## src/sram_axi_consts.svh

```systemverilog
/*
 * SRAM AXI4 slave constants
 * Data and address widths, memory depth and burst geometry
 */
`ifndef SRAM_AXI_CONSTS_SVH
`define SRAM_AXI_CONSTS_SVH

`define SRAM_DATA_W     64
`define SRAM_ADDR_W     11
`define SRAM_DEPTH      256
`define SRAM_LEN_W      8
`define SRAM_BYTE_OFFS  3
`define SRAM_BEAT_BYTES 8

`endif

```

## src/sram_axi_pkg.sv

```systemverilog
/*
 * SRAM AXI4 slave package
 * Shared address, data, strobe, length and burst types
 */
`include "sram_axi_consts.svh"

package sram_axi_pkg;

    typedef logic [`SRAM_ADDR_W-1:0]                 addr_t;
    typedef logic [`SRAM_ADDR_W-`SRAM_BYTE_OFFS-1:0] idx_t;
    typedef logic [`SRAM_DATA_W-1:0]                 data_t;
    typedef logic [`SRAM_BEAT_BYTES-1:0]             strb_t;
    typedef logic [`SRAM_LEN_W-1:0]                  len_t;

    // AXI4 burst encoding, reserved code acts as FIXED
    typedef enum logic [1:0] {
        BURST_FIXED = 2'b00,
        BURST_INCR  = 2'b01,
        BURST_WRAP  = 2'b10,
        BURST_RSVD  = 2'b11
    } burst_t;

endpackage

```

## src/sram_axi_ctrl.sv

```systemverilog
/*
 * Transaction controller
 * Accepts one read or write address at a time, reads win ties
 */
`timescale 1ns/1ps

module sram_axi_ctrl (
    input  logic i_aclk,
    input  logic i_areset_n,
    input  logic i_arvalid,
    input  logic i_awvalid,
    input  logic i_rd_done,
    input  logic i_wr_done,
    output logic o_arready,
    output logic o_awready,
    output logic o_rd_start,
    output logic o_wr_start
);
    import sram_axi_pkg::*;

    typedef enum logic [1:0] {
        ST_IDLE  = 2'd0,
        ST_READ  = 2'd1,
        ST_WRITE = 2'd2
    } state_t;

    state_t r_state;

    // Address channels open only when nothing is in flight
    assign o_arready  = (r_state == ST_IDLE);
    assign o_awready  = (r_state == ST_IDLE) && !i_arvalid;
    assign o_rd_start = i_arvalid && o_arready;
    assign o_wr_start = i_awvalid && o_awready;

    always_ff @(posedge i_aclk) begin
        if (!i_areset_n) begin
            r_state <= ST_IDLE;
        end
        else begin
            case (r_state)
                ST_IDLE: begin
                    if (o_rd_start) begin
                        r_state <= ST_READ;
                    end
                    else if (o_wr_start) begin
                        r_state <= ST_WRITE;
                    end
                end
                ST_READ: begin
                    if (i_rd_done) begin
                        r_state <= ST_IDLE;
                    end
                end
                ST_WRITE: begin
                    if (i_wr_done) begin
                        r_state <= ST_IDLE;
                    end
                end
                default: begin
                    r_state <= ST_IDLE;
                end
            endcase
        end
    end

endmodule

```

## config.mk

```make
export PLATFORM = sky130hd
export DESIGN_NAME = sram_axi_ctrl
export DESIGN_NICKNAME = d
export VERILOG_FILES = /design/src/sram_axi_pkg.sv /design/src/sram_axi_ctrl.sv
export VERILOG_INCLUDE_DIRS = /design/src
export SDC_FILE = /design/constraint.sdc
export NUM_CORES = 1
export LEC_CHECK = 0
export BUFFER_PORTS_ARGS = -buffer_cell sky130_fd_sc_hd__buf_2
export CAP_MARGIN = 20
export CORE_AREA = 3 3 40 42
export DETAILED_ROUTE_END_ITERATION = 16
export DIE_AREA = 0 0 43 45
export REMOVE_ABC_BUFFERS = 1
export SLEW_MARGIN = 20
export SYNTH_ARGS = -nofsm -noshare
export SYNTH_HDL_FRONTEND = slang
export SYNTH_SLANG_ARGS = --single-unit
```

## constraint.sdc

```tcl
create_clock -name i_aclk -period 1.1 [get_ports i_aclk]
set_input_delay 0.055 -clock i_aclk [delete_from_list [all_inputs] [get_ports i_aclk]]
set_output_delay 0.055 -clock i_aclk [all_outputs]
set_load 0.005 [all_outputs]
```

### Word-level counts from Yosys, hierarchy flattened

Cells that the tools add are included.

| storage, ports and cells | value |
|---|---|
| bits in registers | 2 |
| input port bits | 6 |
| output and inout port bits | 4 |
| word-level logic and storage cells | 17 |

| cells by class | value |
|---|---|
| eq/ne operators | 5 |
| multiplexer cells | 5 |
| reduce and logical (&&, ||, !) cells | 6 |

Operator list:

| cell | count |
|---|---|
| 2-to-1 mux 2 bit | 4 |
| case mux 2 bit (3 select lines) | 1 |
| != test 2 bit (second input constant) | 2 |
| logical AND 1 bit | 3 |
| != test 3 x 1 -> 1 bit (second input constant) | 1 |
| AND reduction 3 bit | 1 |
| == test 2 x 1 -> 1 bit (second input constant) | 1 |
| == test 2 bit (second input constant) | 1 |
| logical NOT 2 bit | 1 |
| logical NOT 1 bit | 1 |

### Logic depth before layout (Yosys ltp)

| logic depth | value |
|---|---|
| word-level depth | 6 |
| gate-level depth with buffers | 2 |
| gate-level depth less buffers | 2 |

### Least setup slack after synthesis

Ideal clock, no wire load.

| path | value |
|---|---|
| kind | register -> register |
| start | reg r_state[1] |
| end | reg r_state[1] |
| library setup time | 0.079 ns |
| arrival | 0.890 ns |
| data required time | 1.021 ns |
| slack | 0.131 ns |
| cell stages (with the launch flop) | 3 |
| buffers on the path | 0 |
| period minus slack after synthesis | 0.969 ns |
| path through | dfxtp_1 -> or3b_1 -> a211oi_2 |

| on the way | value |
|---|---|
| cells in the longest elaborated chain, start to end | 5 |
| elaborated cells on any way between the ends | 12 |
| those cells by class | 5 x eq/ne; 2 x mux; 5 x reduce/logical |

RTL lines:

| item | line | text |
|---|---|---|
| start: declaration | sram_axi_ctrl.sv:27 | `state_t r_state;` |
| start signal: assignment | sram_axi_ctrl.sv:37 | `r_state <= ST_IDLE;` |
| start signal: assignment | sram_axi_ctrl.sv:43 | `r_state <= ST_READ;` |
| start signal: assignment | sram_axi_ctrl.sv:46 | `r_state <= ST_WRITE;` |
| logical NOT 2 bit | sram_axi_ctrl.sv:30, sram_axi_ctrl.sv:31, sram_axi_ctrl.sv:40 |  |
| logical AND 1 bit | sram_axi_ctrl.sv:31 | `assign o_awready = (r_state == ST_IDLE) && !i_arvalid;` |
| logical AND 1 bit | sram_axi_ctrl.sv:33 | `assign o_wr_start = i_awvalid && o_awready;` |
| != test 3 x 1 -> 1 bit (no source line) | n/a |  |
| AND reduction 3 bit (no source line) | n/a |  |

Several ways; a longest one is shown, not always the timed one.
A chain may end at the register's enable or synchronous reset.

### Final worst setup path

Same ends and word-level chain as after synthesis.

==> metrics <==
outcome=completed; Die Y=roughly 45 µm; skew final=1.78 ps; Routed WL=about 330 µm; hold crit path type=input pin to register; Max Cap Viol=0; P&R area growth vs syn=87.4%; DR pass1 iterations=2; Layout Nets=32; RSZ-0062 raised after global routing=no; I/O pin count=10; root buf cell=clkbuf_4; CTS tree=built; Req. time, crit path=around 1200 ps; total core area=between 1000 and 1500 µm²; Initial Util=8.47%; Post-Layout Cell Count=39; Largest register FFs=2; fin util=between 10% and 20%; Rows=13; HPWL Detailed=238 µm; post-synth top area share=36.8%; post-synthesis simple-gate area fraction=40.2%; vias in the first global route=121; PortBufs=9; clock sink total=2; Post-Syn Area=109 µm²; Vias=142; Total Neg Setup Slack=0 ps; total power draw=295 µW; gpl congestion=between 0.6 and 0.7; max_slew headroom=between 70% and 80%; hold buffers post-CTS=0; total gr overflow=0; Num CTS Buffers=3; Clk Latency, worst-skew pair=220 ps; Yosys reg bits=2; total global-route track usage=approximately 4.5%; n_diodes=0; PwrDens=1450 nW/µm²; Worst-Margin Slew=351 ps; Synth area leader=dfxtp_1; first-pass GRT wire length=503 µm; maximum vdd drop=251 µV; largest net degree at the start of global routing=7; initial antenna violation count=0; clk buf depth=2; register area share after synthesis=about 37%; Startpoint Class=register; critical path class=register to register; Crit Path Max Fanout=6; yosys warns=0; vias per std cell=~3.6; Die Width=43 µm; Post-Synth Adder-Cell Area=0%; library cells used by synthesis=10; XOR/XNOR share of the synthesized area=0%; Final setup viols=0; mux contribution to synthesized area=0%; register with the most flip-flops=r_state; Period Utilization, post-route=93.7%; share of cells above drive strength 1=roughly two thirds; detailed-route DRC error count=0; antenna-violating nets left=0; Final Critical Period=~1000 ps; die area=approximately 1900 µm²; Lkg Pwr=around 0.000092 µW; syn_area_per_cell=9.07 µm²; largest family of logic cells by synthesized area=simple AND/OR/NAND/NOR gates; DR WL/cell=8.36 µm; Peak Freq=approximately 970 MHz; biggest regs=r_state x2; Pins Over Slew Limit=0; initial DRC count=2; Synth area leaders=dfxtp_1 (37%), a211oi_2 (11%), a2111oi_0 (8.0%), nor4b_1 (8.0%), or3b_1 (8.0%); Cells after Synth=12; clock transition at the registers of the reported paths=about 30 ps; final hold vios=0; Worst Path Arrival=~1200 ps; Setup crit end kind=register; Synth Area in Compound Gates=19.5%; H-tree Lvls=1; hold slack=approximately 37 ps; Placed Cells=36; # fillers=148
==> metal layers <==
metal	GRT usage [%]	part of all wire (%)
met5	0	0
met4	7.23	3.7
met3	5.18	17
met2	4.49	46
met1	3.36	33
==> through the flow <==
stage | instance area, µm² | worst slack [ps]
3_5_place_dp | 173 | 53.8
2_1_floorplan | 109 | 131
6_report | 204 | 69.1
4_1_cts | 195 | 11.2
3_3_place_gp | 173 | 82.4
5_1_grt | 204 | 26.3
==> Yosys cell counts <==
cell       n
or3b_1     1
inv_1      1
dfxtp_1    2
and2_1     1
a211oi_2   1
or2b_1     1
nor4b_1    1
nor2_1     2
a2111oi_0  1
nor3_1     1
==> worst paths after layout <==
| path | start | endpoint | slack (ps) | depth (start not counted) |
|---|---|---|---|---|
| min reg2reg | r_state[0]$_SDFFE_PN0P_ | r_state[1]$_SDFFE_PN0P_ | 470 | 1 |
| min | i_rd_done | r_state[0]$_SDFFE_PN0P_ | 40 | 2 |
| max | r_state[1]$_SDFFE_PN0P_ | r_state[1]$_SDFFE_PN0P_ | 70 | 2 |
| max reg2reg | r_state[1]$_SDFFE_PN0P_ | r_state[1]$_SDFFE_PN0P_ | 70 | 2 |
==> cell families (layout without fill, tap and decap cells) <==
| logic type | after synthesis | in the layout |
|---|---|---|
| AOI/OAI and AO/OA | 2 | 2 |
| DFF | 2 | 2 |
| buffers and inverters | 1 | 13 |
| and+or+nand+nor | 7 | 7 |
==> worst max-delay path: stages, from the launching register on <==
cell,delay (ps)
dfxtp_2,330
or3b_1,400
a211oi_2,220
==> cells in the final DEF (no fill, tap or decap) <==
cell type  count
inv_1          1
nor3_1         1
buf_2          9
a211oi_2       1
and2_1         1
a2111oi_0      1
or2b_1         1
nor2_1         2
nor4b_2        1
or3b_1         1
dfxtp_2        2
clkbuf_4       3
==> what timing repair did <==
action                     4_1_cts  5_1_grt
gates resized for setup          0        3
buffers inserted                 0        0
setup endpoints to repair        0        2
==> report_power, final <==
| group | internal [µW] | switching [µW] |
|---|---|---|
| Combinational | 26.7 | 18.4 |
| Sequential | 79.7 | 8.56 |
| Clock | 120 | 41.5 |
==> cell type report <==
type	instances	area (µm²)	area share [%]
Tap cell	15	18.8	9.20
Sequential cell	2	42.5	20.9
Clock buffer	3	22.5	11.0
Multi-Input combinational cell	9	71.3	35.0
Inverter	1	3.75	1.84
Timing Repair Buffer	9	45.0	22.1
(Power assumes the default switching activity.)
