==> config.mk <==
export PLATFORM = sky130hd
export DESIGN_NAME = sram_axi_read_port
export DESIGN_NICKNAME = d
export VERILOG_FILES = /design/src/sram_axi_pkg.sv /design/src/sram_axi_burst_addr.sv /design/src/sram_axi_read_port.sv
export VERILOG_INCLUDE_DIRS = /design/src
export SDC_FILE = /design/constraint.sdc
export NUM_CORES = 1
export LEC_CHECK = 0
export BUFFER_PORTS_ARGS = -buffer_cell sky130_fd_sc_hd__clkbuf_2
export CELL_PAD_IN_SITES_DETAIL_PLACEMENT = 1
export CELL_PAD_IN_SITES_GLOBAL_PLACEMENT = 1
export CORE_MARGIN = 2
export CORE_UTILIZATION = 44
export DETAILED_ROUTE_END_ITERATION = 8
export HOLD_SLACK_MARGIN = 0.08
export PLACE_DENSITY = 0.9
export SYNTH_ARGS = -nofsm -noshare
export SYNTH_HDL_FRONTEND = slang
export SYNTH_SLANG_ARGS = --single-unit
==> constraint.sdc <==
create_clock -name i_aclk -period 3.6 [get_ports i_aclk]
set_input_delay 0.72 -clock i_aclk [delete_from_list [all_inputs] [get_ports i_aclk]]
set_output_delay 0.72 -clock i_aclk [all_outputs]
set_load 0.05 [all_outputs]
==> src/sram_axi_consts.svh <==
/*
 * SRAM AXI4 slave constants
 * Data and address widths, memory depth and burst geometry
 */
`ifndef SRAM_AXI_CONSTS_SVH
`define SRAM_AXI_CONSTS_SVH

`define SRAM_DATA_W     64
`define SRAM_ADDR_W     11
`define SRAM_DEPTH      256
`define SRAM_LEN_W      8
`define SRAM_BYTE_OFFS  3
`define SRAM_BEAT_BYTES 8

`endif

==> src/sram_axi_pkg.sv <==
/*
 * SRAM AXI4 slave package
 * Shared address, data, strobe, length and burst types
 */
`include "sram_axi_consts.svh"

package sram_axi_pkg;

    typedef logic [`SRAM_ADDR_W-1:0]                 addr_t;
    typedef logic [`SRAM_ADDR_W-`SRAM_BYTE_OFFS-1:0] idx_t;
    typedef logic [`SRAM_DATA_W-1:0]                 data_t;
    typedef logic [`SRAM_BEAT_BYTES-1:0]             strb_t;
    typedef logic [`SRAM_LEN_W-1:0]                  len_t;

    // AXI4 burst encoding, reserved code acts as FIXED
    typedef enum logic [1:0] {
        BURST_FIXED = 2'b00,
        BURST_INCR  = 2'b01,
        BURST_WRAP  = 2'b10,
        BURST_RSVD  = 2'b11
    } burst_t;

endpackage

==> src/sram_axi_burst_addr.sv <==
/*
 * Burst address generator
 * Steps a word index through a FIXED, INCR or WRAP burst and flags the last beat
 */
`timescale 1ns/1ps
`include "sram_axi_consts.svh"

module sram_axi_burst_addr (
    input  logic                 i_aclk,
    input  logic                 i_areset_n,
    input  logic                 i_load,
    input  sram_axi_pkg::addr_t  i_start,
    input  sram_axi_pkg::len_t   i_len,
    input  sram_axi_pkg::burst_t i_burst,
    input  logic                 i_step,
    output sram_axi_pkg::idx_t   o_idx,
    output logic                 o_last
);
    import sram_axi_pkg::*;

    addr_t  r_addr;
    addr_t  r_mask;
    len_t   r_len;
    len_t   r_cnt;
    burst_t r_burst;
    logic   w_wrap_ok;
    addr_t  w_win_mask;
    addr_t  w_next;

    // Only 2, 4, 8 and 16 beat WRAP bursts get a window
    assign w_wrap_ok  = (i_burst == BURST_WRAP) &&
                        (i_len == 8'd1 || i_len == 8'd3 || i_len == 8'd7 || i_len == 8'd15);
    assign w_win_mask = {{(`SRAM_ADDR_W-4-`SRAM_BYTE_OFFS){1'b0}}, i_len[3:0],
                         {`SRAM_BYTE_OFFS{1'b1}}};

    // Upper bits stay, offset inside the window advances by one beat
    assign w_next = (r_addr & ~r_mask) | ((r_addr + addr_t'(`SRAM_BEAT_BYTES)) & r_mask);

    always_ff @(posedge i_aclk) begin
        if (!i_areset_n) begin
            r_cnt   <= '0;
            r_len   <= '0;
            r_burst <= BURST_INCR;
        end
        else if (i_load) begin
            r_cnt   <= '0;
            r_len   <= i_len;
            r_burst <= i_burst;
        end
        else if (i_step) begin
            r_cnt <= r_cnt + 8'd1;
        end
    end

    always_ff @(posedge i_aclk) begin
        if (i_load) begin
            r_addr <= {i_start[`SRAM_ADDR_W-1:`SRAM_BYTE_OFFS], {`SRAM_BYTE_OFFS{1'b0}}};
            // INCR spans the whole 2 KB space
            r_mask <= w_wrap_ok ? w_win_mask : '1;
        end
        else if (i_step && (r_burst == BURST_INCR || r_burst == BURST_WRAP)) begin
            r_addr <= w_next;
        end
    end

    assign o_idx  = r_addr[`SRAM_ADDR_W-1:`SRAM_BYTE_OFFS];
    assign o_last = (r_cnt == r_len);

endmodule

==> src/sram_axi_read_port.sv <==
/*
 * Read port
 * Sequences read bursts, issues memory reads and drives the R channel
 */
`timescale 1ns/1ps

module sram_axi_read_port (
    input  logic                 i_aclk,
    input  logic                 i_areset_n,
    input  logic                 i_rd_start,
    input  sram_axi_pkg::addr_t  i_araddr,
    input  sram_axi_pkg::len_t   i_arlen,
    input  sram_axi_pkg::burst_t i_arburst,
    input  logic                 i_rready,
    output logic                 o_rvalid,
    output logic                 o_rlast,
    output logic                 o_rd_done,
    output logic                 o_mem_rd_en,
    output sram_axi_pkg::idx_t   o_mem_rd_idx
);
    import sram_axi_pkg::*;

    logic r_active;
    logic r_rvalid;
    logic r_rlast;
    logic w_issue;
    logic w_rshake;
    logic w_last;

    assign w_rshake = r_rvalid && i_rready;

    // Next read goes out when the R register is empty or being taken
    assign w_issue = r_active && (!r_rvalid || i_rready);

    sram_axi_burst_addr rd_addr_i (
        .i_aclk     (i_aclk),
        .i_areset_n (i_areset_n),
        .i_load     (i_rd_start),
        .i_start    (i_araddr),
        .i_len      (i_arlen),
        .i_burst    (i_arburst),
        .i_step     (w_issue),
        .o_idx      (o_mem_rd_idx),
        .o_last     (w_last)
    );

    // ====================
    // Issue and delivery
    // ====================
    // r_rvalid marks the one beat issued and not yet delivered
    always_ff @(posedge i_aclk) begin
        if (!i_areset_n) begin
            r_active <= 1'b0;
            r_rvalid <= 1'b0;
            r_rlast  <= 1'b0;
        end
        else begin
            if (i_rd_start) begin
                r_active <= 1'b1;
            end
            else if (w_issue && w_last) begin
                r_active <= 1'b0;
            end

            if (w_issue) begin
                r_rvalid <= 1'b1;
                r_rlast  <= w_last;
            end
            else if (w_rshake) begin
                r_rvalid <= 1'b0;
                r_rlast  <= 1'b0;
            end
        end
    end

    assign o_mem_rd_en = w_issue;
    assign o_rvalid    = r_rvalid;
    assign o_rlast     = r_rlast;
    assign o_rd_done   = w_rshake && r_rlast;

endmodule

# [Word level (Yosys, flattened, before mapping)]
# Index checks and enable logic that the tools add are counted.
[totals] regBits=43 latch_bits=0 ramBits=0 romBits=0 out_inout_bits=12 word_cells=49 n_memories=0
[op_classes] n_addsub=2 multipliers=0 div=0 order_cmp=0 eq_ne=8 shift=0 mux=8 bitwise=5 n_reduce_logical=16
[ops] cell="11-bit two-way mux" n=3
[ops] cell="11-bit AND" n=2
[ops] cell="11-bit by 4-bit adder with 11-bit output, second input constant" n=1
[ops] cell="11-bit inverter" n=1
[ops] cell="11-bit OR" n=1
[ops] cell="8-bit by 1-bit adder with 8-bit output, second input constant" n=1
[ops] cell="8-bit by 1-bit equality test with 1-bit output, second input constant" n=1
[ops] cell="8-bit by 2-bit equality test with 1-bit output, second input constant" n=1
[ops] cell="8-bit by 3-bit equality test with 1-bit output, second input constant" n=1
[ops] cell="8-bit by 4-bit equality test with 1-bit output, second input constant" n=1
[ops] cell="8-bit equality test" n=1
[ops] cell="1-bit logical AND" n=6
[ops] cell="2-bit nonzero test" n=3
[ops] cell="1-bit logical OR" n=5
[ops] cell="1-bit two-way mux" n=5
[ops] cell="2-bit equality test, second input constant" n=2
[ops] cell="2-bit by 1-bit equality test with 1-bit output, second input constant" n=1
[ops] cell="2-bit OR reduction" n=1
[ops] cell="1-bit zero test" n=1
[ops] cell="1-bit inverter" n=1

# [Depth between registers and ports, before layout]
# Gate-level depths: netlist (run 1).
[logic_depth] ltp_word=6 ltp_mapped=5 ltp_nobuf=5

# [Hierarchy]
# A second synthesis (run 1) with hierarchy kept.
[unflattened] hier_cells=168 hier_area_um2=1674.1
[modules_own_cells] module="sram_axi_burst_addr" instances=1 cells_each=152 area_each_um2=1534.0 seq_area_each_um2=750.7
[modules_own_cells] module="sram_axi_read_port" instances=1 cells_each=16 area_each_um2=140.1 seq_area_each_um2=60.1

# [Least setup slack after synthesis (run 1)]
# OpenSTA, ideal clock, no wires.
[synth_timing] path_kind="input port to output port" start="input i_rready" end="output o_mem_rd_en" arrival_time_ns=1.344 path_slack_ns=1.536 stages=3 n_path_buf=0 cell_sequence="nand2b_2 > nand2_1 > inv_1"
[synth_via] elab_chain_cells=2
[synth_rtl] element="start, declared" line="sram_axi_read_port.sv:14" source="input logic i_rready,"
[synth_rtl] element="1-bit logical OR" line="sram_axi_read_port.sv:33" source="assign w_issue = r_active && (!r_rvalid || i_rready);"
[synth_rtl] element="1-bit logical AND" line="sram_axi_read_port.sv:33"
[synth_rtl] element="end, declared" line="sram_axi_read_port.sv:18" source="output logic o_mem_rd_en,"
# Every way passes these cells.

# [Worst setup path after layout (run 1)]
# Same ends and word-level chain as after synthesis.

==> impl_metrics.json, run 1 <==
{
  "result_of_the_run": "complete, no violations",
  "worst_setup_path_start_kind": "input port",
  "totalWireLength_um": 3770,
  "post_cts.resized_instances": 0,
  "crit_path_buffers_inverters": 3,
  "setup.reg_to_reg.worst_slack_ns": 2.05,
  "horizontal_die_dimension_um": 65.7,
  "groute.usage.overall_pct": 19.1,
  "vdd_ir_drop_max_uv": 171,
  "ios": 37,
  "async_flop_share_pct": 0,
  "grt_first_pass_wirelength_um": 6150,
  "clock_insertion_delay_worst_skew_ns": 0.28,
  "setup-violations-final": 0,
  "grt_setup_unrepaired": "false",
  "min_delay_worst_endpoint": "rd_addr_i.r_cnt[1]",
  "p_leak_nw": 0.856,
  "overflow": 0,
  "finish.instance_area_um2": 1950,
  "critical_path.reg2reg.startpoint": "r_active",
  "cts_hold_repair.buffers": 0,
  "criticalPathCategory": "input port to output pin",
  "clkSinkCount": 34,
  "maxCapViolCount": 0,
  "syn_area_um2": 1680,
  "synth-main-ff-cell": "dfxtp_1",
  "synth.ff_latch_count": 34,
  "drive_above_1_share_pct": 21.7,
  "post_synthesis_mean_instance_area_um2": 9.92,
  "area_growth_pct": 16.4,
  "die_height_um": 65.7,
  "netlist_top_cells_count": "dfxtp_1, nand2_1, edfxtp_1",
  "globalplace.congestion": 0.794,
  "max_h_tree_level": 2,
  "yosys_warnings": 0,
  "synthMostInstantiatedCell": "dfxtp_1",
  "number_of_buffers_added_by_the_clock_tree_synthesis_step": 5,
  "dpl.hpwl_um": 2740,
  "arrival_ns": 1.61,
  "die_area_um2": 4320,
  "synth-edff-count": 13,
  "min-delay-start": "rd_addr_i.r_cnt[1]",
  "powerDensity_nw_per_um2": 435,
  "rows": 22,
  "antenna_cells": 0,
  "min_period_over_period_pct": 64.8,
  "bufs_on_longest_clock_path": 2,
  "drtAntennaViolNets": 0,
  "maxClockFrequency_mhz": 429,
  "placedInstanceArea_um2": 1870,
  "final_max_slew_viol_count": 0,
  "clk_pin_slew_ns": 0.07,
  "synthCells": 169,
  "max_stage_delay_ns": 0.30,
  "crit_top_cell": "clkbuf_2",
  "ys_seq_area_share_pct": 48.4,
  "io_buffer_count": 33,
  "initial_utilization_pct": 45.8,
  "timing.slew.headroom_pct": 41.2,
  "via_per_inst": 5.20,
  "wire_per_inst_um": 15.0,
  "tritoncts_clock_tree": "built",
  "vias": 1306,
  "detail_route.first_pass.iterations": 4,
  "reg2regPathDepth": 3,
  "min-delay-path-class": "register to register",
  "synthDominantCellAreaShare_pct": 25.1,
  "crit_slowest_cell": "clkbuf_2",
  "post_cts_buffers": 0,
  "layout.nets": 229,
  "crit_required_ns": 2.88,
  "synthTopCellsByArea": "dfxtp_1, edfxtp_1, mux2i_1, xor2_1, xnor2_1",
  "cp_max_fanout": 7,
  "antenna_violations_before_repair": 0,
  "path_delay_family": "buffers and inverters",
  "synth.largest_area_cell": "dfxtp_1",
  "number_of_design_rule_violations_left_after_detail_routing": 0,
  "setup_total_negative_slack_ns": 0,
  "cts_root_buf": "clkbuf_8",
  "worst_setup_path_end_kind": "output pin",
  "worst_clock_skew_ns": 0.00564,
  "worst_pin_slew_ns": 0.882,
  "finalCriticalPeriod_ns": 2.33,
  "cp_cell_sequence": "clkbuf_2 -> nand2b_2 -> nand2_1 -> inv_1 -> clkbuf_2",
  "syn_nets": 196,
  "min_delay_path_depth": 2,
  "synth_cell_type_count": 35,
  "first_global_vias": 1322,
  "fp.coreArea_um2": 3660,
  "drt-initial-drc-count": 54,
  "pin_count_of_the_biggest_net_entering_global_routing": 39,
  "hold_viol": 0
}
metal layers:
metal	up-vias	track usage (%)	wire (µm)
met5	-	0	0
met4	0	7.03	51
met3	6	5.14	131
met2	29	32.8	1920
met1	626	22.6	1670
li1	645	-	-
layout by cell type, fill, tap and decap left out:
master | synthesis | routed
clkbuf_1 | 3 | 1
ha_1 | 2 | 2
a41o_1 | 1 | 1
nor2_1 | 9 | 9
nor2b_1 | 9 | 9
xnor2_1 | 10 | 10
or3_4 | 1 | 1
edfxtp_1 | 13 | 13
or3_1 | 2 | 2
a21oi_1 | 4 | 4
a31oi_1 | 1 | 1
conb_1 | 1 | 1
o21ai_0 | 10 | 10
nand2b_4 | 1 | 1
clkinv_2 | 0 | 1
and2_1 | 2 | 2
clkbuf_8 | 0 | 5
nand2_1 | 19 | 19
mux2i_1 | 10 | 10
nor4b_2 | 1 | 1
a21o_1 | 4 | 4
nand2b_2 | 1 | 1
nand4_1 | 5 | 5
nand2b_1 | 2 | 2
or2_2 | 1 | 1
nor3_1 | 1 | 1
a21boi_0 | 1 | 1
xor2_1 | 11 | 11
o2111a_1 | 1 | 1
clkinv_1 | 0 | 1
nand3_1 | 5 | 5
dfxtp_1 | 21 | 21
and3_1 | 4 | 4
clkbuf_2 | 1 | 33
o31ai_1 | 2 | 2
inv_1 | 6 | 6
and4_1 | 1 | 1
worst max-delay path by stage:
stage	start	to	depth (start not counted)
detailed placement	i_rready	o_mem_rd_en	5
finish	i_rready	o_mem_rd_en	5
floorplan	i_rready	o_mem_rd_en	3
global route	i_rready	o_mem_rd_en	5
global placement	i_rready	o_mem_rd_en	5
CTS	i_rready	o_mem_rd_en	5
stage by stage:
stage	instances	setup slack [ns]	power (mW)	hold WS, ns	util [%]
floorplan	169	1.54	0.552	0.463	-
global placement	243	1.31	0.589	0.503	51.1
detailed placement	243	1.28	0.596	0.515	51.1
CTS	251	1.27	0.860	0.528	53.3
global route	251	1.20	0.894	0.551	53.3
finish	251	1.27	0.849	0.526	53.3
power breakdown:
part / total, mW / leakage [nW] / internal, mW / switching (mW)
combinational: 0.141 / 0.510 / 0.0487 / 0.0920
clock: 0.261 / 0.0426 / 0.133 / 0.128
sequential: 0.448 / 0.304 / 0.425 / 0.0227
total: 0.849 / 0.856 / 0.606 / 0.243
final cells by class:
cell class	count	area, µm²
Tap cell	48	60.1
Sequential cell	34	811
Fill cell	441	1710
Clock inverter	2	8.76
Timing Repair Buffer	33	165
Multi-Input combinational cell	122	812
Clock buffer	6	72.6
Inverter	6	22.5
worst min-delay path: stages, from the launching register on:
cell     delay (ns)
dfxtp_1        0.35
nand2_1        0.07
a21oi_1        0.06
cells by family after synthesis:
logic type | synth area share (%)
fa+ha+maj | 1.49
mux | 5.97
buf+inv | 3.21
compound gates | 8.96
other cells | 0.224
flops | 48.4
xor+xnor | 11.0
simple gates | 20.8
No activity file was read; power rests on OpenSTA's default activity.
==> inputs of run 2 (changes only) <==
- CORE_UTILIZATION: 44 -> 40
- PLACE_DENSITY: 0.9 -> 0.83
- clock period: 3.6 -> 2.25 ns (I/O delays scaled with it)
==> run 2 against run 1 <==
  * Non-clock buffer count up 1
  * Sequential share of layout area down 0.19 points
  * First-iteration DRC count up 22%
  * Clock power up 65%
  * Final cell count up 1.2%
  * Hold slack worse by 0.11 ns
  * Flip-flop and latch count unchanged
  * Critical path type is now register to output pin
  * Largest power group unchanged
  * Highest routed layer unchanged
==> impl_metrics.json, run 2 (same netlist as run 1, synthesis figures left out) <==
{
  "number_of_design_rule_violations_left_after_detail_routing": 0,
  "io_buffer_count": 33,
  "drive_above_1_share_pct": 21.6,
  "globalplace.congestion": 0.771,
  "fp.coreArea_um2": 4030,
  "overflow": 0,
  "top_library_cells_by_usage_in_the_layout_fill_and_taps_aside": "clkbuf_2, dfxtp_1, nand2_1",
  "rows": 23,
  "drt-initial-drc-count": 66,
  "tritoncts_clock_tree": "built",
  "grt_setup_unrepaired": "false",
  "placedInstanceArea_um2": 1880,
  "initial_utilization_pct": 41.6,
  "timing.slew.headroom_pct": 59.4,
  "min_delay_worst_endpoint": "rd_addr_i.r_burst[0]",
  "area_growth_pct": 16.9,
  "layout.nets": 230,
  "drtAntennaViolNets": 0,
  "maxCapViolCount": 0,
  "clkSinkCount": 34,
  "final_common_cell": "clkbuf_2",
  "die_area_um2": 4730,
  "setup.reg_to_reg.worst_slack_ns": 0.71,
  "wire_per_inst_um": 13.4,
  "post_cts.resized_instances": 0,
  "arrival_ns": 1.35,
  "antenna_violations_before_repair": 0,
  "antenna_cells": 0,
  "p_leak_nw": 0.858,
  "reg2regPathDepth": 5,
  "finish.instance_area_um2": 1960,
  "first_global_vias": 1237,
  "groute.usage.overall_pct": 16.6,
  "grt_first_pass_wirelength_um": 5730,
  "setup_total_negative_slack_ns": 0,
  "worst_pin_slew_ns": 0.610,
  "min-delay-start": "i_arburst[0]",
  "setup-violations-final": 0,
  "crit_required_ns": 1.80,
  "max_h_tree_level": 2,
  "result_of_the_run": "complete, no violations",
  "dpl.hpwl_um": 2620,
  "ios": 37,
  "worst_setup_path_start_kind": "register",
  "critical_path.reg2reg.startpoint": "rd_addr_i.r_addr[3]",
  "powerDensity_nw_per_um2": 696,
  "worst_setup_path_end_kind": "output pin",
  "min_delay_path_depth": 3,
  "min_period_over_period_pct": 80.1,
  "worst_clock_skew_ns": 0.00687,
  "detail_route.first_pass.iterations": 4,
  "maxClockFrequency_mhz": 555,
  "clk_pin_slew_ns": 0.06,
  "bufs_on_longest_clock_path": 2,
  "via_per_inst": 4.96,
  "hold_viol": 0,
  "vias": 1259,
  "cts_hold_repair.buffers": 0,
  "cts_root_buf": "clkbuf_8",
  "vdd_ir_drop_max_uv": 385,
  "number_of_buffers_added_by_the_clock_tree_synthesis_step": 5,
  "finalCriticalPeriod_ns": 1.80,
  "horizontal_die_dimension_um": 68.7,
  "pin_count_of_the_biggest_net_entering_global_routing": 31,
  "final_max_slew_viol_count": 0,
  "totalWireLength_um": 3410,
  "post_cts_buffers": 0,
  "min-delay-path-class": "input port to register",
  "cp_max_fanout": 7,
  "clock_insertion_delay_worst_skew_ns": 0.29,
  "die_height_um": 68.7,
  "criticalPathCategory": "register to output pin"
}
## run 2: cell count changes in the layout (fill, tap and decap cells not counted), sizes merged
cell and change:
clkbuf +2, clkinv -2, buf +1
## run 2: per-layer routing
| metal | share of wire [%] | GRT usage, % | vias up | wire length, µm |
|---|---|---|---|---|
| li1 | - | - | 647 | - |
| met1 | 50 | 21.4 | 583 | 1700 |
| met2 | 45 | 26.2 | 22 | 1520 |
| met3 | 3.6 | 4.87 | 7 | 123 |
| met4 | 1.6 | 6.62 | 0 | 56 |
| met5 | 0 | 0 | - | 0 |
## run 2: metrics by stage
step / instances / util, % / hold WS (ns) / setup WS [ns] / power (mW)
after global placement: 246 / 46.7 / 0.495 / 0.497 / 0.944
after floorplan: 169 / - / 0.463 / 0.521 / 0.883
after global routing: 254 / 48.7 / 0.420 / 0.357 / 1.44
after CTS: 254 / 48.7 / 0.407 / 0.436 / 1.38
after detailed placement: 246 / 46.7 / 0.503 / 0.476 / 0.949
final: 254 / 48.7 / 0.415 / 0.448 / 1.36
## run 2: how the worst max path moves through the flow
| stage | cells after the start | to | from | slack, ns |
|---|---|---|---|---|
| 2_1_floorplan | 5 | register | rd_addr_i.r_addr[3] | 0.52 |
| 3_3_place_gp | 5 | register | i_rready | 0.50 |
| 3_5_place_dp | 5 | register | i_rready | 0.48 |
| 4_1_cts | 4 | o_mem_rd_en | o_rvalid | 0.44 |
| 5_1_grt | 4 | o_mem_rd_en | o_rvalid | 0.36 |
| 6_report | 4 | o_mem_rd_en | o_rvalid | 0.45 |
## run 2: area by class of cell
type                       count  area [µm²]
tap                           50        62.6
sequential                    34         811
timing repair buffer          34         173
fill                         489        2070
multi-input combinational    122         812
clock buffer                   8        80.1
inverter                       6        22.5
## run 2: power breakdown
| group | leakage [nW] | internal [mW] | total (mW) | switching, mW |
|---|---|---|---|---|
| logic | 0.515 | 0.0782 | 0.220 | 0.142 |
| clock network | 0.0395 | 0.220 | 0.431 | 0.211 |
| registers | 0.304 | 0.679 | 0.713 | 0.0334 |
## run 2: critical path: stages, from the launching register on
cell      delay (ns)
dfxtp_1         0.35
nand2b_2        0.14
nand2_1         0.12
inv_1           0.16
clkbuf_2        0.30
