===== src/sram_axi_consts.svh =====
/*
 * SRAM AXI4 slave constants
 * Data and address widths, memory depth and burst geometry
 */
`ifndef SRAM_AXI_CONSTS_SVH
`define SRAM_AXI_CONSTS_SVH

`define SRAM_DATA_W     64
`define SRAM_ADDR_W     11
`define SRAM_DEPTH      256
`define SRAM_LEN_W      8
`define SRAM_BYTE_OFFS  3
`define SRAM_BEAT_BYTES 8

`endif


===== src/sram_axi_pkg.sv =====
/*
 * SRAM AXI4 slave package
 * Shared address, data, strobe, length and burst types
 */
`include "sram_axi_consts.svh"

package sram_axi_pkg;

    typedef logic [`SRAM_ADDR_W-1:0]                 addr_t;
    typedef logic [`SRAM_ADDR_W-`SRAM_BYTE_OFFS-1:0] idx_t;
    typedef logic [`SRAM_DATA_W-1:0]                 data_t;
    typedef logic [`SRAM_BEAT_BYTES-1:0]             strb_t;
    typedef logic [`SRAM_LEN_W-1:0]                  len_t;

    // AXI4 burst encoding, reserved code acts as FIXED
    typedef enum logic [1:0] {
        BURST_FIXED = 2'b00,
        BURST_INCR  = 2'b01,
        BURST_WRAP  = 2'b10,
        BURST_RSVD  = 2'b11
    } burst_t;

endpackage


===== src/sram_axi_burst_addr.sv =====
/*
 * Burst address generator
 * Steps a word index through a FIXED, INCR or WRAP burst and flags the last beat
 */
`timescale 1ns/1ps
`include "sram_axi_consts.svh"

module sram_axi_burst_addr (
    input  logic                 i_aclk,
    input  logic                 i_areset_n,
    input  logic                 i_load,
    input  sram_axi_pkg::addr_t  i_start,
    input  sram_axi_pkg::len_t   i_len,
    input  sram_axi_pkg::burst_t i_burst,
    input  logic                 i_step,
    output sram_axi_pkg::idx_t   o_idx,
    output logic                 o_last
);
    import sram_axi_pkg::*;

    addr_t  r_addr;
    addr_t  r_mask;
    len_t   r_len;
    len_t   r_cnt;
    burst_t r_burst;
    logic   w_wrap_ok;
    addr_t  w_win_mask;
    addr_t  w_next;

    // Only 2, 4, 8 and 16 beat WRAP bursts get a window
    assign w_wrap_ok  = (i_burst == BURST_WRAP) &&
                        (i_len == 8'd1 || i_len == 8'd3 || i_len == 8'd7 || i_len == 8'd15);
    assign w_win_mask = {{(`SRAM_ADDR_W-4-`SRAM_BYTE_OFFS){1'b0}}, i_len[3:0],
                         {`SRAM_BYTE_OFFS{1'b1}}};

    // Upper bits stay, offset inside the window advances by one beat
    assign w_next = (r_addr & ~r_mask) | ((r_addr + addr_t'(`SRAM_BEAT_BYTES)) & r_mask);

    always_ff @(posedge i_aclk) begin
        if (!i_areset_n) begin
            r_cnt   <= '0;
            r_len   <= '0;
            r_burst <= BURST_INCR;
        end
        else if (i_load) begin
            r_cnt   <= '0;
            r_len   <= i_len;
            r_burst <= i_burst;
        end
        else if (i_step) begin
            r_cnt <= r_cnt + 8'd1;
        end
    end

    always_ff @(posedge i_aclk) begin
        if (i_load) begin
            r_addr <= {i_start[`SRAM_ADDR_W-1:`SRAM_BYTE_OFFS], {`SRAM_BYTE_OFFS{1'b0}}};
            // INCR spans the whole 2 KB space
            r_mask <= w_wrap_ok ? w_win_mask : '1;
        end
        else if (i_step && (r_burst == BURST_INCR || r_burst == BURST_WRAP)) begin
            r_addr <= w_next;
        end
    end

    assign o_idx  = r_addr[`SRAM_ADDR_W-1:`SRAM_BYTE_OFFS];
    assign o_last = (r_cnt == r_len);

endmodule


===== src/sram_axi_write_port.sv =====
/*
 * Write port
 * Turns W beats into byte-masked memory writes and answers on the B channel
 */
`timescale 1ns/1ps

module sram_axi_write_port (
    input  logic                 i_aclk,
    input  logic                 i_areset_n,
    input  logic                 i_wr_start,
    input  sram_axi_pkg::addr_t  i_awaddr,
    input  sram_axi_pkg::len_t   i_awlen,
    input  sram_axi_pkg::burst_t i_awburst,
    input  sram_axi_pkg::data_t  i_wdata,
    input  sram_axi_pkg::strb_t  i_wstrb,
    input  logic                 i_wvalid,
    input  logic                 i_bready,
    output logic                 o_wready,
    output logic                 o_bvalid,
    output logic                 o_wr_done,
    output logic                 o_mem_wr_en,
    output sram_axi_pkg::idx_t   o_mem_wr_idx,
    output sram_axi_pkg::data_t  o_mem_wr_data,
    output sram_axi_pkg::strb_t  o_mem_wr_strb
);
    import sram_axi_pkg::*;

    logic r_wready;
    logic r_bvalid;
    logic w_wshake;
    logic w_bshake;
    logic w_last;

    assign w_wshake = i_wvalid && r_wready;
    assign w_bshake = r_bvalid && i_bready;

    sram_axi_burst_addr wr_addr_i (
        .i_aclk     (i_aclk),
        .i_areset_n (i_areset_n),
        .i_load     (i_wr_start),
        .i_start    (i_awaddr),
        .i_len      (i_awlen),
        .i_burst    (i_awburst),
        .i_step     (w_wshake),
        .o_idx      (o_mem_wr_idx),
        .o_last     (w_last)
    );

    // Beat counter ends the burst, B follows the final beat
    always_ff @(posedge i_aclk) begin
        if (!i_areset_n) begin
            r_wready <= 1'b0;
            r_bvalid <= 1'b0;
        end
        else begin
            if (i_wr_start) begin
                r_wready <= 1'b1;
            end
            else if (w_wshake && w_last) begin
                r_wready <= 1'b0;
            end

            if (w_wshake && w_last) begin
                r_bvalid <= 1'b1;
            end
            else if (w_bshake) begin
                r_bvalid <= 1'b0;
            end
        end
    end

    // Each accepted beat lands in memory at its own edge
    assign o_mem_wr_en   = w_wshake;
    assign o_mem_wr_data = i_wdata;
    assign o_mem_wr_strb = i_wstrb;
    assign o_wready      = r_wready;
    assign o_bvalid      = r_bvalid;
    assign o_wr_done     = w_bshake;

endmodule

===== config.mk =====
export PLATFORM = sky130hd
export DESIGN_NAME = sram_axi_write_port
export DESIGN_NICKNAME = d
export VERILOG_FILES = /design/src/sram_axi_pkg.sv /design/src/sram_axi_burst_addr.sv /design/src/sram_axi_write_port.sv
export VERILOG_INCLUDE_DIRS = /design/src
export SDC_FILE = /design/constraint.sdc
export NUM_CORES = 1
export LEC_CHECK = 0
export BUFFER_PORTS_ARGS = -buffer_cell sky130_fd_sc_hd__buf_2
export CAP_MARGIN = 20
export CELL_PAD_IN_SITES_DETAIL_PLACEMENT = 0
export CELL_PAD_IN_SITES_GLOBAL_PLACEMENT = 1
export CORE_MARGIN = 1.5
export CORE_UTILIZATION = 23
export DETAILED_ROUTE_END_ITERATION = 6
export PLACE_DENSITY = 0.87
export REMOVE_ABC_BUFFERS = 1
export SYNTH_ARGS = -nofsm -noshare
export SYNTH_HDL_FRONTEND = slang
export SYNTH_HIERARCHICAL = 1
export SYNTH_SLANG_ARGS = --single-unit

===== constraint.sdc =====
create_clock -name i_aclk -period 1.4 [get_ports i_aclk]
set_input_delay 0.07 -clock i_aclk [delete_from_list [all_inputs] [get_ports i_aclk]]
set_output_delay 0.07 -clock i_aclk [all_outputs]
set_load 0.01 [all_outputs]

; Yosys cells after proc, flatten, opt, wreduce, memory -nomap -nowiden
; Cells that the tools add are included.
[op_classes]
add_sub_neg = 2
multipliers = 0
n_div = 0
order_cmp = 0
n_eq_ne = 8
n_shift = 0
mux = 7
bitwise = 5
reduce_logical = 13
[op_table]
columns = operator, n
row1 = two-way mux 11 bit, 3
row2 = bitwise AND 11 bit, 2
row3 = "adder 11 x 4 -> 11 bit, second input constant", 1
row4 = inverter 11 bit, 1
row5 = OR 11 bit, 1
row6 = "adder 8 x 1 -> 8 bit, second input constant", 1
row7 = "== test 8 x 1 -> 1 bit, second input constant", 1
row8 = "== test 8 x 2 -> 1 bit, second input constant", 1
row9 = "== test 8 x 3 -> 1 bit, second input constant", 1
row10 = "== test 8 x 4 -> 1 bit, second input constant", 1
row11 = == test 8 bit, 1
row12 = nonzero test 2 bit, 3
row13 = logical AND 1 bit, 5
row14 = "== test 2 bit, second input constant", 2
row15 = logical OR 1 bit, 4
row16 = two-way mux 1 bit, 4
row17 = "== test 2 x 1 -> 1 bit, second input constant", 1
row18 = OR reduction 2 bit, 1
row19 = inverter 1 bit, 1
[totals]
reg_bits = 42
latch_bits = 0
mem_bits_rw = 0
romBits = 0
input_bits = 98
elab_cells = 44
mem_count = 0

; Depth between registers and ports, before layout
; Gate-level depths: netlist of the first run.
[depth]
ltp_word = 6
ltp_mapped = 5
mapped_depth_nobuf = 5

; By module
; Netlist of the first run, hierarchy kept.
[by_module_without_submodules]
columns = mod, n_inst, cells_per_inst, area_per_inst_um2, seq_area_each_um2
row1 = sram_axi_burst_addr, 1, 152, 1534.0, 750.7
row2 = sram_axi_write_port, 1, 82, 625.6, 40.0

; Least setup slack after synthesis of the first run
; OpenSTA, ideal clock, no wires.
[synth_timing]
path_type = register to register
start = register r_wready, in the netlist o_wready
end = register wr_addr_i.r_cnt[7]
setup_time_ns = 0.070
t_arrival_ns = 1.484
slack_ns = -0.154
stages_incl_launch_ff = 6
path_buffers = 1
path_cell_list = dfxtp_1 > and2_1 > buf_2 > nand3_2 > or4_1 > a21oi_1
[synth_via]
elab_chain_len = 1
[synth_rtl]
columns = item, line
row1 = from (decl), sram_axi_write_port.sv:28  ; logic r_wready;
row2 = from (signal assigned), sram_axi_write_port.sv:52  ; r_wready <= 1'b0;
row3 = from (signal assigned), sram_axi_write_port.sv:57  ; r_wready <= 1'b1;
row4 = from (signal assigned), sram_axi_write_port.sv:60  ; r_wready <= 1'b0;
row5 = logical AND 1 bit, sram_axi_write_port.sv:34  ; assign w_wshake = i_wvalid && r_wready;
row6 = net o_mem_wr_en, sram_axi_write_port.sv:21  ; output logic o_mem_wr_en,
row7 = to (signal assigned), sram_axi_burst_addr.sv:51  ; r_cnt <= r_cnt + 8'd1;
row8 = to (decl), sram_axi_burst_addr.sv:24  ; len_t r_cnt;
; The timed path passes the listed nets, and every way through them passes these cells.
; A chain may end at the register's enable or synchronous reset.

==> results of run 1 <==
through the flow:
stage | TNS, ns | utilization (%)
after floorplan | -0.568 | -
after global placement | 0 | 21.7
after detailed placement | -0.0668 | 21.7
after CTS | 0 | 22.6
after global routing | -0.0429 | 22.7
final | 0 | 22.7
layer usage:
metal | track usage (%) | up-vias | routed length, um
met4 | 2.28 | 0 | 34
met2 | 27.9 | 172 | 4100
met1 | 15.5 | 692 | 2770
met3 | 27.9 | 6 | 3020
li1 | - | 664 | -
met5 | 4.62 | - | 0
Yosys cell counts:
library cell,n
buf_4,72
dfxtp_1,20
nand2_1,17
edfxtp_1,13
mux2i_1,11
nor2b_1,10
xnor2_1,10
nand3_1,8
nor2_1,7
o21ai_0,7
xor2_1,7
nand4_1,6
or4_1,5
a21o_1,4
buf_2,4
a21oi_1,3
and2_1,3
inv_1,3
nand2b_1,3
o211ai_1,3
or3_1,3
clkbuf_1,2
ha_1,2
a211o_1,1
a31oi_1,1
conb_1,1
nand3_2,1
nand3b_1,1
nor3b_1,1
nor4b_1,1
o21ai_1,1
o31ai_1,1
or2_2,1
or3_2,1
worst max path at each step:
stage,from,end,slack (ns),cells after the start
finish,wr_addr_i/r_addr[3],flip-flop,0.04,4
global route,wr_addr_i/r_addr[3],flip-flop,-0.04,4
CTS,flip-flop,flip-flop,0.003,4
detailed placement,i_awlen[4],wr_addr_i/r_mask[4],-0.07,4
global placement,i_awlen[4],wr_addr_i/r_mask[4],0.004,4
floorplan,o_wready,wr_addr_i/r_cnt[7],-0.15,4
worst max-delay path, delay by kind of cell, from the launching register on:
kind          cells  cell delay [ns]
simple gates      3             0.67
flops             1             0.40
buf+inv           1             0.16
area by class of cell:
cell class | count | area share (%)
clock inverters | 3 | 0.601
repair buffers | 45 | 12.1
inverters | 3 | 0.541
well taps | 111 | 6.67
flip-flops and latches | 33 | 38.1
clock buffers | 5 | 3.31
multi-input cells | 120 | 38.6
kinds of logic after synthesis:
kind of cell | count (synthesis) | synth area share, %
buf+inv | 81 | 26.8
simple gates | 68 | 17.2
flops | 33 | 36.6
compound gates | 21 | 6.03
xor+xnor | 17 | 6.89
mux | 11 | 5.10
fa+ha+maj | 2 | 1.16
other cells | 1 | 0.174
power groups by stage:
stage	Sequential, uW	Clock (uW)	Combinational (uW)
floorplan	1130	0	125
global placement	1110	0	280
detailed placement	1110	0	284
CTS	1090	695	287
global route	1100	738	321
finish	1090	668	293
==> key figures, run 1 <==
Clock network
  – CTS Buffer Depth: 2
  – Root Driver: clkbuf_8
  – Setup Fix Bufs, Post-CTS: 0
  – # resized after CTS: 0
  – Clk slew on worst S/H paths: roughly 0.070 ns
  – CTS tree: built
  – Num CTS Buffers: 5
  – H-tree depth: 2
  – Clk_lat worst skew: between 0.2 and 0.3 ns
  – CTS Sinks: 33
  – Hold buffers post-CTS: 0

Worst setup path
  – Worst Path Arrival: roughly 1.5 ns
  – Required @ worst endpoint: around 1.6 ns
  – Crit path cell chain: buf_4, nand2_1, or4_1, nand3_1
  – Max stage delay on crit path: roughly 0.5 ns
  – R2R depth: 4
  – Crit. End Element: flip-flop
  – Critical Path Source Type: flip-flop
  – Slowest cell on the critical path: or4_1
  – Reg2reg setup slack: about 0.044 ns
  – Worst r2r src: wr_addr_i/r_addr[3]
  – Crit Path Category: reg2reg
  – CP Max Fanout: 5

Die
  – Row cnt: 35
  – Placeable Area: ~9200 sq um
  – I/O pin count: between 150 and 200
  – Initial Util: a little under a quarter
  – Die Span Y: about 100 um
  – Die area: around 10000 sq um
  – Die Wd: approximately 100 um

Final layout
  – Design area: between 2000 and 2500 sq um
  – Seq. cell area: about 790 sq um
  – Synth-to-Final Area Change: -3.59%
  – Layout cells sized above 1: 28.2%
  – FILL cells: 990
  – ANT cells: 0
  – Commonest non-fill, non-tap cell in the layout: buf_2
  – Area of the multi-input gates: a little over 800 sq um
  – Commonest cells after routing, fill and taps aside: 34 x buf_2, 18 x dfxtp_1, 17 x nand2_1
  – Final non-filler cell total: between 300 and 400
  – Fin nets: just over 300

GRT
  – GR Overflow Total: 0
  – Gr usage total: 19.5%
  – First-pass GRT wire length: ~13000 um
  – Vias in the first global route: roughly 1400
  – Initial antenna violation count: 0
  – Largest net degree at the start of global routing: 37

Drt
  – DR vias: roughly 1500
  – Starting DRT DRC Count: a little over 90
  – Initial DRT Pass Iterations: 4
  – Remaining antenna violation count: 0
  – Via-per-instance ratio: 4.79
  – # DRC: 0
  – Total Wirelength: about 9900 um
  – Routed WL per cell: between 30 and 40 um

Power and ir drop
  – Clock share of power: 32.5%
  – Internal: 1530 uW
  – NetSw: between 500 and 600 uW
  – Power density over the cells: 987 nW/um^2
  – Seq pwr share: approximately 53%
  – Combinational Power Share: 14.2%
  – Lkg Pwr: between 0.0008 and 0.0009 uW
  – Maximum VDD drop: 0.295 mV
  – Switching Share: approximately a quarter
  – Total Power: around 2000 uW

STA
  – Final worst slack: around 0.044 ns
  – RSZ-0062 raised after global routing: yes
  – Final setup fails: 0
  – Slew Viols, Final: 0
  – Final hold vios: 0
  – WHS: 0.0157 ns
  – Worst Skew: between 0.004 and 0.005 ns
  – Fmax: 737 MHz
  – Period utilization: 96.9%
  – Final critical-path required period: around 1.4 ns

Placed design
  – Placed insts: between 300 and 400
  – RePlAce Congestion: 0.944
  – Placement Setup Slack: -0.0668 ns
  – Port Buffers: 34
  – DP HPWL: 8720 um
  – Post-DP Area: a little under 2000 sq um

Logic synthesis
  – Distinct cells, synth: 34
  – Yosys top cell area share: between 20% and 30%
  – Register area share after synthesis: roughly 37%
  – Yosys Warn Count: 6
  – Cell area after synthesis: 2160 sq um
  – Synth top area cells: buf_4 25%, dfxtp_1 19%, edfxtp_1 18%
  – Synth Register Bits: 33
  – Cell accounting for the most synthesized area: buf_4
  – Synth Instances: roughly 230
  – Synthesized area per cell: 9.23 sq um

Worst hold path
  – Hold path start: i_wvalid
  – Worst hold-check path type: in2reg
  – Hold path depth: 2
  – Worst Hold End: o_wready

Run status
  – Status: finished, final reports clean

Flow run
  – Max-cap violation count: 0
Note: power is estimated with default switching activity, not from simulation.
==> inputs of run 2 (changes only) <==
Clock period 1.4 ns to 1.1 ns, I/O delays scaled along.
==> run 2 against run 1 <==
  * Combinational power is 66% higher
  * Clock skew is 0.0022 ns lower
  * Highest routed layer is now met5
  * The flow now finishes with violations (negative setup slack)
  * Final cell count is 6.6% higher
  * Flip-flop and latch count stayed put
  * Via count is 6.9% higher
==> key figures, run 2 (synthesized netlist as in run 1, its figures left out) <==
Clock network
  – Clk slew on worst S/H paths: ~0.07 ns
  – CTS tree: built
  – CTS Sinks: 33
  – H-tree depth: 2
  – Root Driver: clkbuf_8
  – Clk_lat worst skew: roughly 0.28 ns
  – CTS Buffer Depth: 2
  – Num CTS Buffers: 5
  – Hold buffers post-CTS: 0

Worst setup path
  – Crit Path Category: reg2reg
  – Max stage delay on crit path: 0.47 ns
  – R2R depth: 4
  – Crit. End Element: flip-flop
  – CP Max Fanout: 2
  – Worst r2r src: wr_addr_i/r_addr[3]
  – Critical Path Source Type: flip-flop
  – Worst Path Arrival: 1.49 ns
  – Slowest cell on the critical path: or4_1
  – Crit path cell chain: ha_2, inv_2, or4_1, nand3_1
  – Reg2reg setup slack: -0.24 ns
  – Required @ worst endpoint: 1.24 ns

Drt
  – Starting DRT DRC Count: approximately 70
  – Remaining antenna violation count: 0
  – DR vias: approximately 1600
  – Routed WL per cell: 31.5 um
  – Via-per-instance ratio: 4.81
  – # DRC: 0
  – Total Wirelength: 10700 um
  – Initial DRT Pass Iterations: 4

Worst hold path
  – Worst Hold End: wr_addr_i/r_burst[0]
  – Worst hold-check path type: in2reg
  – Hold path start: i_awburst[0]
  – Hold path depth: 3

Final layout
  – Final non-filler cell total: ~340
  – Layout cells sized above 1: ~47%
  – Synth-to-Final Area Change: 13.3%
  – Design area: 2450 sq um
  – Commonest non-fill, non-tap cell in the layout: buf_2
  – Fin nets: 329
  – Commonest cells after routing, fill and taps aside: 32 x buf_2, 21 x buf_4, 14 x nand2_1
  – ANT cells: 0

STA
  – RSZ-0062 raised after global routing: yes
  – WHS: around 0.022 ns
  – Worst Skew: around 0.0019 ns
  – Fmax: 744 MHz
  – Final worst slack: -0.244 ns
  – Slew Viols, Final: 0
  – Final hold vios: 0
  – Final setup fails: 20
  – Final critical-path required period: ~1.3 ns
  – Period utilization: 122%

Die
  – I/O pin count: about 180
  – Die Wd: 99.9 um
  – Die Span Y: 99.9 um
  – Initial Util: around a quarter
  – Die area: 9980 sq um
  – Placeable Area: 9150 sq um
  – Row cnt: 35

Flow run
  – Max-cap violation count: 0

Placed design
  – Post-DP Area: roughly 2100 sq um
  – Port Buffers: 34
  – DP HPWL: between 8000 and 9000 um
  – Placed insts: 326
  – RePlAce Congestion: 0.902

Run status
  – Status: finished, violations left
  – Failing checks: negative setup slack

GRT
  – Initial antenna violation count: 0
  – First-pass GRT wire length: roughly 14000 um
  – Gr usage total: 20.9%
  – GR Overflow Total: 0
  – Vias in the first global route: between 1500 and 2000
  – Largest net degree at the start of global routing: 29

Power and ir drop
  – Maximum VDD drop: 0.420 mV
  – Power density over the cells: 1130 nW/um^2
  – Total Power: approximately 2800 uW
  – Lkg Pwr: between 0.0009 and 0.001 uW
## run 2: critical path, delay by kind of cell, from the launching register on
kind	cells	cell delay (ns)
and+or+nand+nor	2	0.58
adders and majority gates	1	0.21
DFF	1	0.39
buffers and inverters	1	0.04
## run 2: how the worst max path moves through the flow
stage                             start                   to  cells after the start
global placement             i_awlen[4]  wr_addr_i/r_mask[4]                      5
CTS                 wr_addr_i/r_addr[3]            flip-flop                      4
floorplan                      o_wready   wr_addr_i/r_cnt[7]                      4
global route        wr_addr_i/r_addr[3]            flip-flop                      4
finish              wr_addr_i/r_addr[3]            flip-flop                      4
detailed placement           i_awlen[4]  wr_addr_i/r_mask[4]                      5
## run 2: cell type report
cell class,instances,area (sq um)
Clock buffer,5,68.8
Fill cell,939,6710
Timing Repair Buffer,66,464
Tap cell,111,139
Sequential cell,33,813
Inverter,3,11.3
Multi-Input combinational cell,120,932
Clock inverter,3,17.5
## run 2: per-layer routing
layer	GRT usage, %	routed length [um]
met5	6.67	46
met1	15.8	2840
met3	28.8	3060
met2	31.7	4740
met4	1.63	31
## run 2: report_power, final
| part | internal (uW) | switching [uW] | leakage [uW] |
|---|---|---|---|
| clock | 436 | 455 | 0.0000439 |
| sequential | 1340 | 52.7 | 0.000300 |
| combinational | 256 | 230 | 0.000643 |
## run 2: stage by stage
step | util, % | setup TNS (ns) | worst slack, ns
floorplan | - | -5.09 | -0.446
global placement | 22.8 | -3.91 | -0.416
detailed placement | 22.8 | -4.59 | -0.456
CTS | 25.8 | -1.83 | -0.229
global route | 26.7 | -3.10 | -0.285
finish | 26.7 | -2.09 | -0.244
## run 2: timing repair
item | 4_1_cts | 5_1_grt
buffers inserted | 5 | 2
endpoints found under the setup margin | 27 | 27
pin swaps | 26 | 20
resized for setup | 41 | 19
==> inputs of run 3 (changes only) <==
Settings changed: BUFFER_PORTS_ARGS -buffer_cell sky130_fd_sc_hd__buf_2 to -buffer_cell sky130_fd_sc_hd__clkbuf_2.
==> run 3 against run 2 <==
  * The run still ends with negative setup slack left
  * Largest power group unchanged
  * Setup slack improved by 0.018 ns
  * Critical path type unchanged
  * Utilization decreased by 0.19 points
  * Wire length fell by 1.2%
  * Global-route usage decreased by 0.30 points
  * Critical path depth is the same
  * Count of clock-buffer cells in the layout rose by 1
  * Design area shrank 0.72%
  * Maximum frequency grew 1.4%
  * Die area is the same
  * Hold slack gained 0.00078 ns
==> key figures, run 3 (synthesized netlist as in run 1, its figures left out) <==
Die
  – Initial Util: about a quarter
  – Row cnt: 35
  – Die Span Y: ~100 um
  – Die Wd: roughly 100 um
  – I/O pin count: between 150 and 200
  – Placeable Area: a little over 9000 sq um
  – Die area: ~10000 sq um

STA
  – Final worst slack: -0.226 ns
  – Final setup fails: 22
  – Period utilization: 121%
  – Fmax: ~750 MHz
  – Final hold vios: 0
  – Final critical-path required period: around 1.3 ns
  – Setup TNS: -2.56 ns
  – Worst Skew: 0.00772 ns
  – Slew Viols, Final: 0
  – RSZ-0062 raised after global routing: yes

Clock network
  – CTS tree: built
  – CTS Sinks: 33
  – Clk_lat worst skew: roughly 0.28 ns
  – Hold buffers post-CTS: 0
  – CTS Buffer Depth: 2
  – H-tree depth: 2
  – Num CTS Buffers: 5
  – Root Driver: clkbuf_8
  – Clk slew on worst S/H paths: ~0.070 ns

GRT
  – Vias in the first global route: roughly 1600
  – Initial antenna violation count: 0
  – Largest net degree at the start of global routing: 26
  – First-pass GRT wire length: ~13000 um
  – GR Overflow Total: 0
  – Gr usage total: 20.6%

Worst setup path
  – Worst Path Arrival: between 1 and 1.5 ns
  – Required @ worst endpoint: ~1.3 ns
  – Crit Path Category: reg2reg
  – Critical Path Source Type: flip-flop
  – Reg2reg setup slack: -0.23 ns
  – R2R depth: 4
  – CP Max Fanout: 2
  – Worst r2r src: wr_addr_i/r_addr[3]
  – Crit. End Element: flip-flop

Final layout
  – ANT cells: 0
  – Commonest cells after routing, fill and taps aside: 32 x clkbuf_2, 24 x buf_4, 17 x nand2_1
  – Commonest non-fill, non-tap cell in the layout: clkbuf_2
  – FILL cells: approximately 940
  – Synth-to-Final Area Change: 12.5%
  – Design area: 2430 sq um
  – Final non-filler cell total: 343
  – Layout cells sized above 1: around 46%
  – Fin nets: 331

Placed design
  – DP HPWL: about 9000 um
  – Port Buffers: 34
  – Placed insts: 328
  – Post-DP Area: between 2000 and 2500 sq um
  – Placement Setup Slack: -0.283 ns
  – RePlAce Congestion: slightly above 0.9

Power and ir drop
  – Maximum VDD drop: 0.473 mV
  – Power density over the cells: 1130 nW/um^2
  – Lkg Pwr: just under 0.001 uW

Worst hold path
  – Worst hold-check path type: in2reg
  – Worst Hold End: wr_addr_i/r_burst[0]
  – Hold path start: i_awburst[0]
  – Hold path depth: 3

Run status
  – Status: finished, violations left
  – Failing checks: negative setup slack

Drt
  – Remaining antenna violation count: 0
  – Initial DRT Pass Iterations: 5
  – Via-per-instance ratio: around 4.9
  – Total Wirelength: roughly 11000 um
  – Starting DRT DRC Count: 93
  – # DRC: 0
  – Routed WL per cell: 30.9 um
  – DR vias: around 1700

Flow run
  – Max-cap violation count: 0
-- run 3: changes by cell type in the layout (fill, tap and decap cells not counted), sizes merged --
cell,before,now
clkbuf,5,38
buf,66,36
clkinvlp,1,0
-- run 3: timing repair --
action,4_1_cts,5_1_grt
setup buffers,5,4
pin swaps,27,17
resized for setup,38,18
endpoints found under the setup margin,24,26
-- run 3: cell type report --
class	count	area (sq um)	area share, %
repair buffers	68	479	19.7
inverters	3	11.3	0.464
clock buffers	6	72.6	2.99
multi-input cells	120	905	37.2
flip-flops and latches	33	812	33.4
clock inverters	2	10.0	0.412
well taps	111	139	5.72
-- run 3: through the flow --
step           total power (uW)  hold WS [ns]  utilization, %
2_1_floorplan              1590         0.110               -
3_3_place_gp               1810         0.110            23.0
3_5_place_dp               1830         0.110            23.0
4_1_cts                    2740        0.0236            25.6
5_1_grt                    2900        0.0352            26.5
6_report                   2750        0.0231            26.5
-- run 3: metal layers --
layer	GRT usage, %	vias to the layer above	share of wire [%]
met1	16.7	761	28
met5	3.08	-	0
met4	2.17	0	0.85
met3	27.5	13	29
li1	-	715	-
met2	30.7	190	43
-- run 3: worst max path at each step --
stage                                    from                  end  depth (start not counted)
after CTS                           flip-flop            flip-flop                          4
after global routing      wr_addr_i/r_addr[3]            flip-flop                          5
after global placement             i_awlen[4]  wr_addr_i/r_mask[4]                          5
after detailed placement             o_wready   wr_addr_i/r_cnt[7]                          4
final                     wr_addr_i/r_addr[3]            flip-flop                          4
after floorplan                      o_wready   wr_addr_i/r_cnt[7]                          4
-- run 3: worst max-delay path: stages (launching register included) --
cell and delay, ns:
edfxtp_1 0.37, ha_2 0.21, inv_2 0.05, or4_4 0.48, nand3_2 0.08
-- run 3: power by group --
part / switching [uW] / internal [uW] / leakage (uW)
registers: 49.1 / 1340 / 0.000299
clock network: 433 / 438 / 0.0000450
logic: 233 / 266 / 0.000643
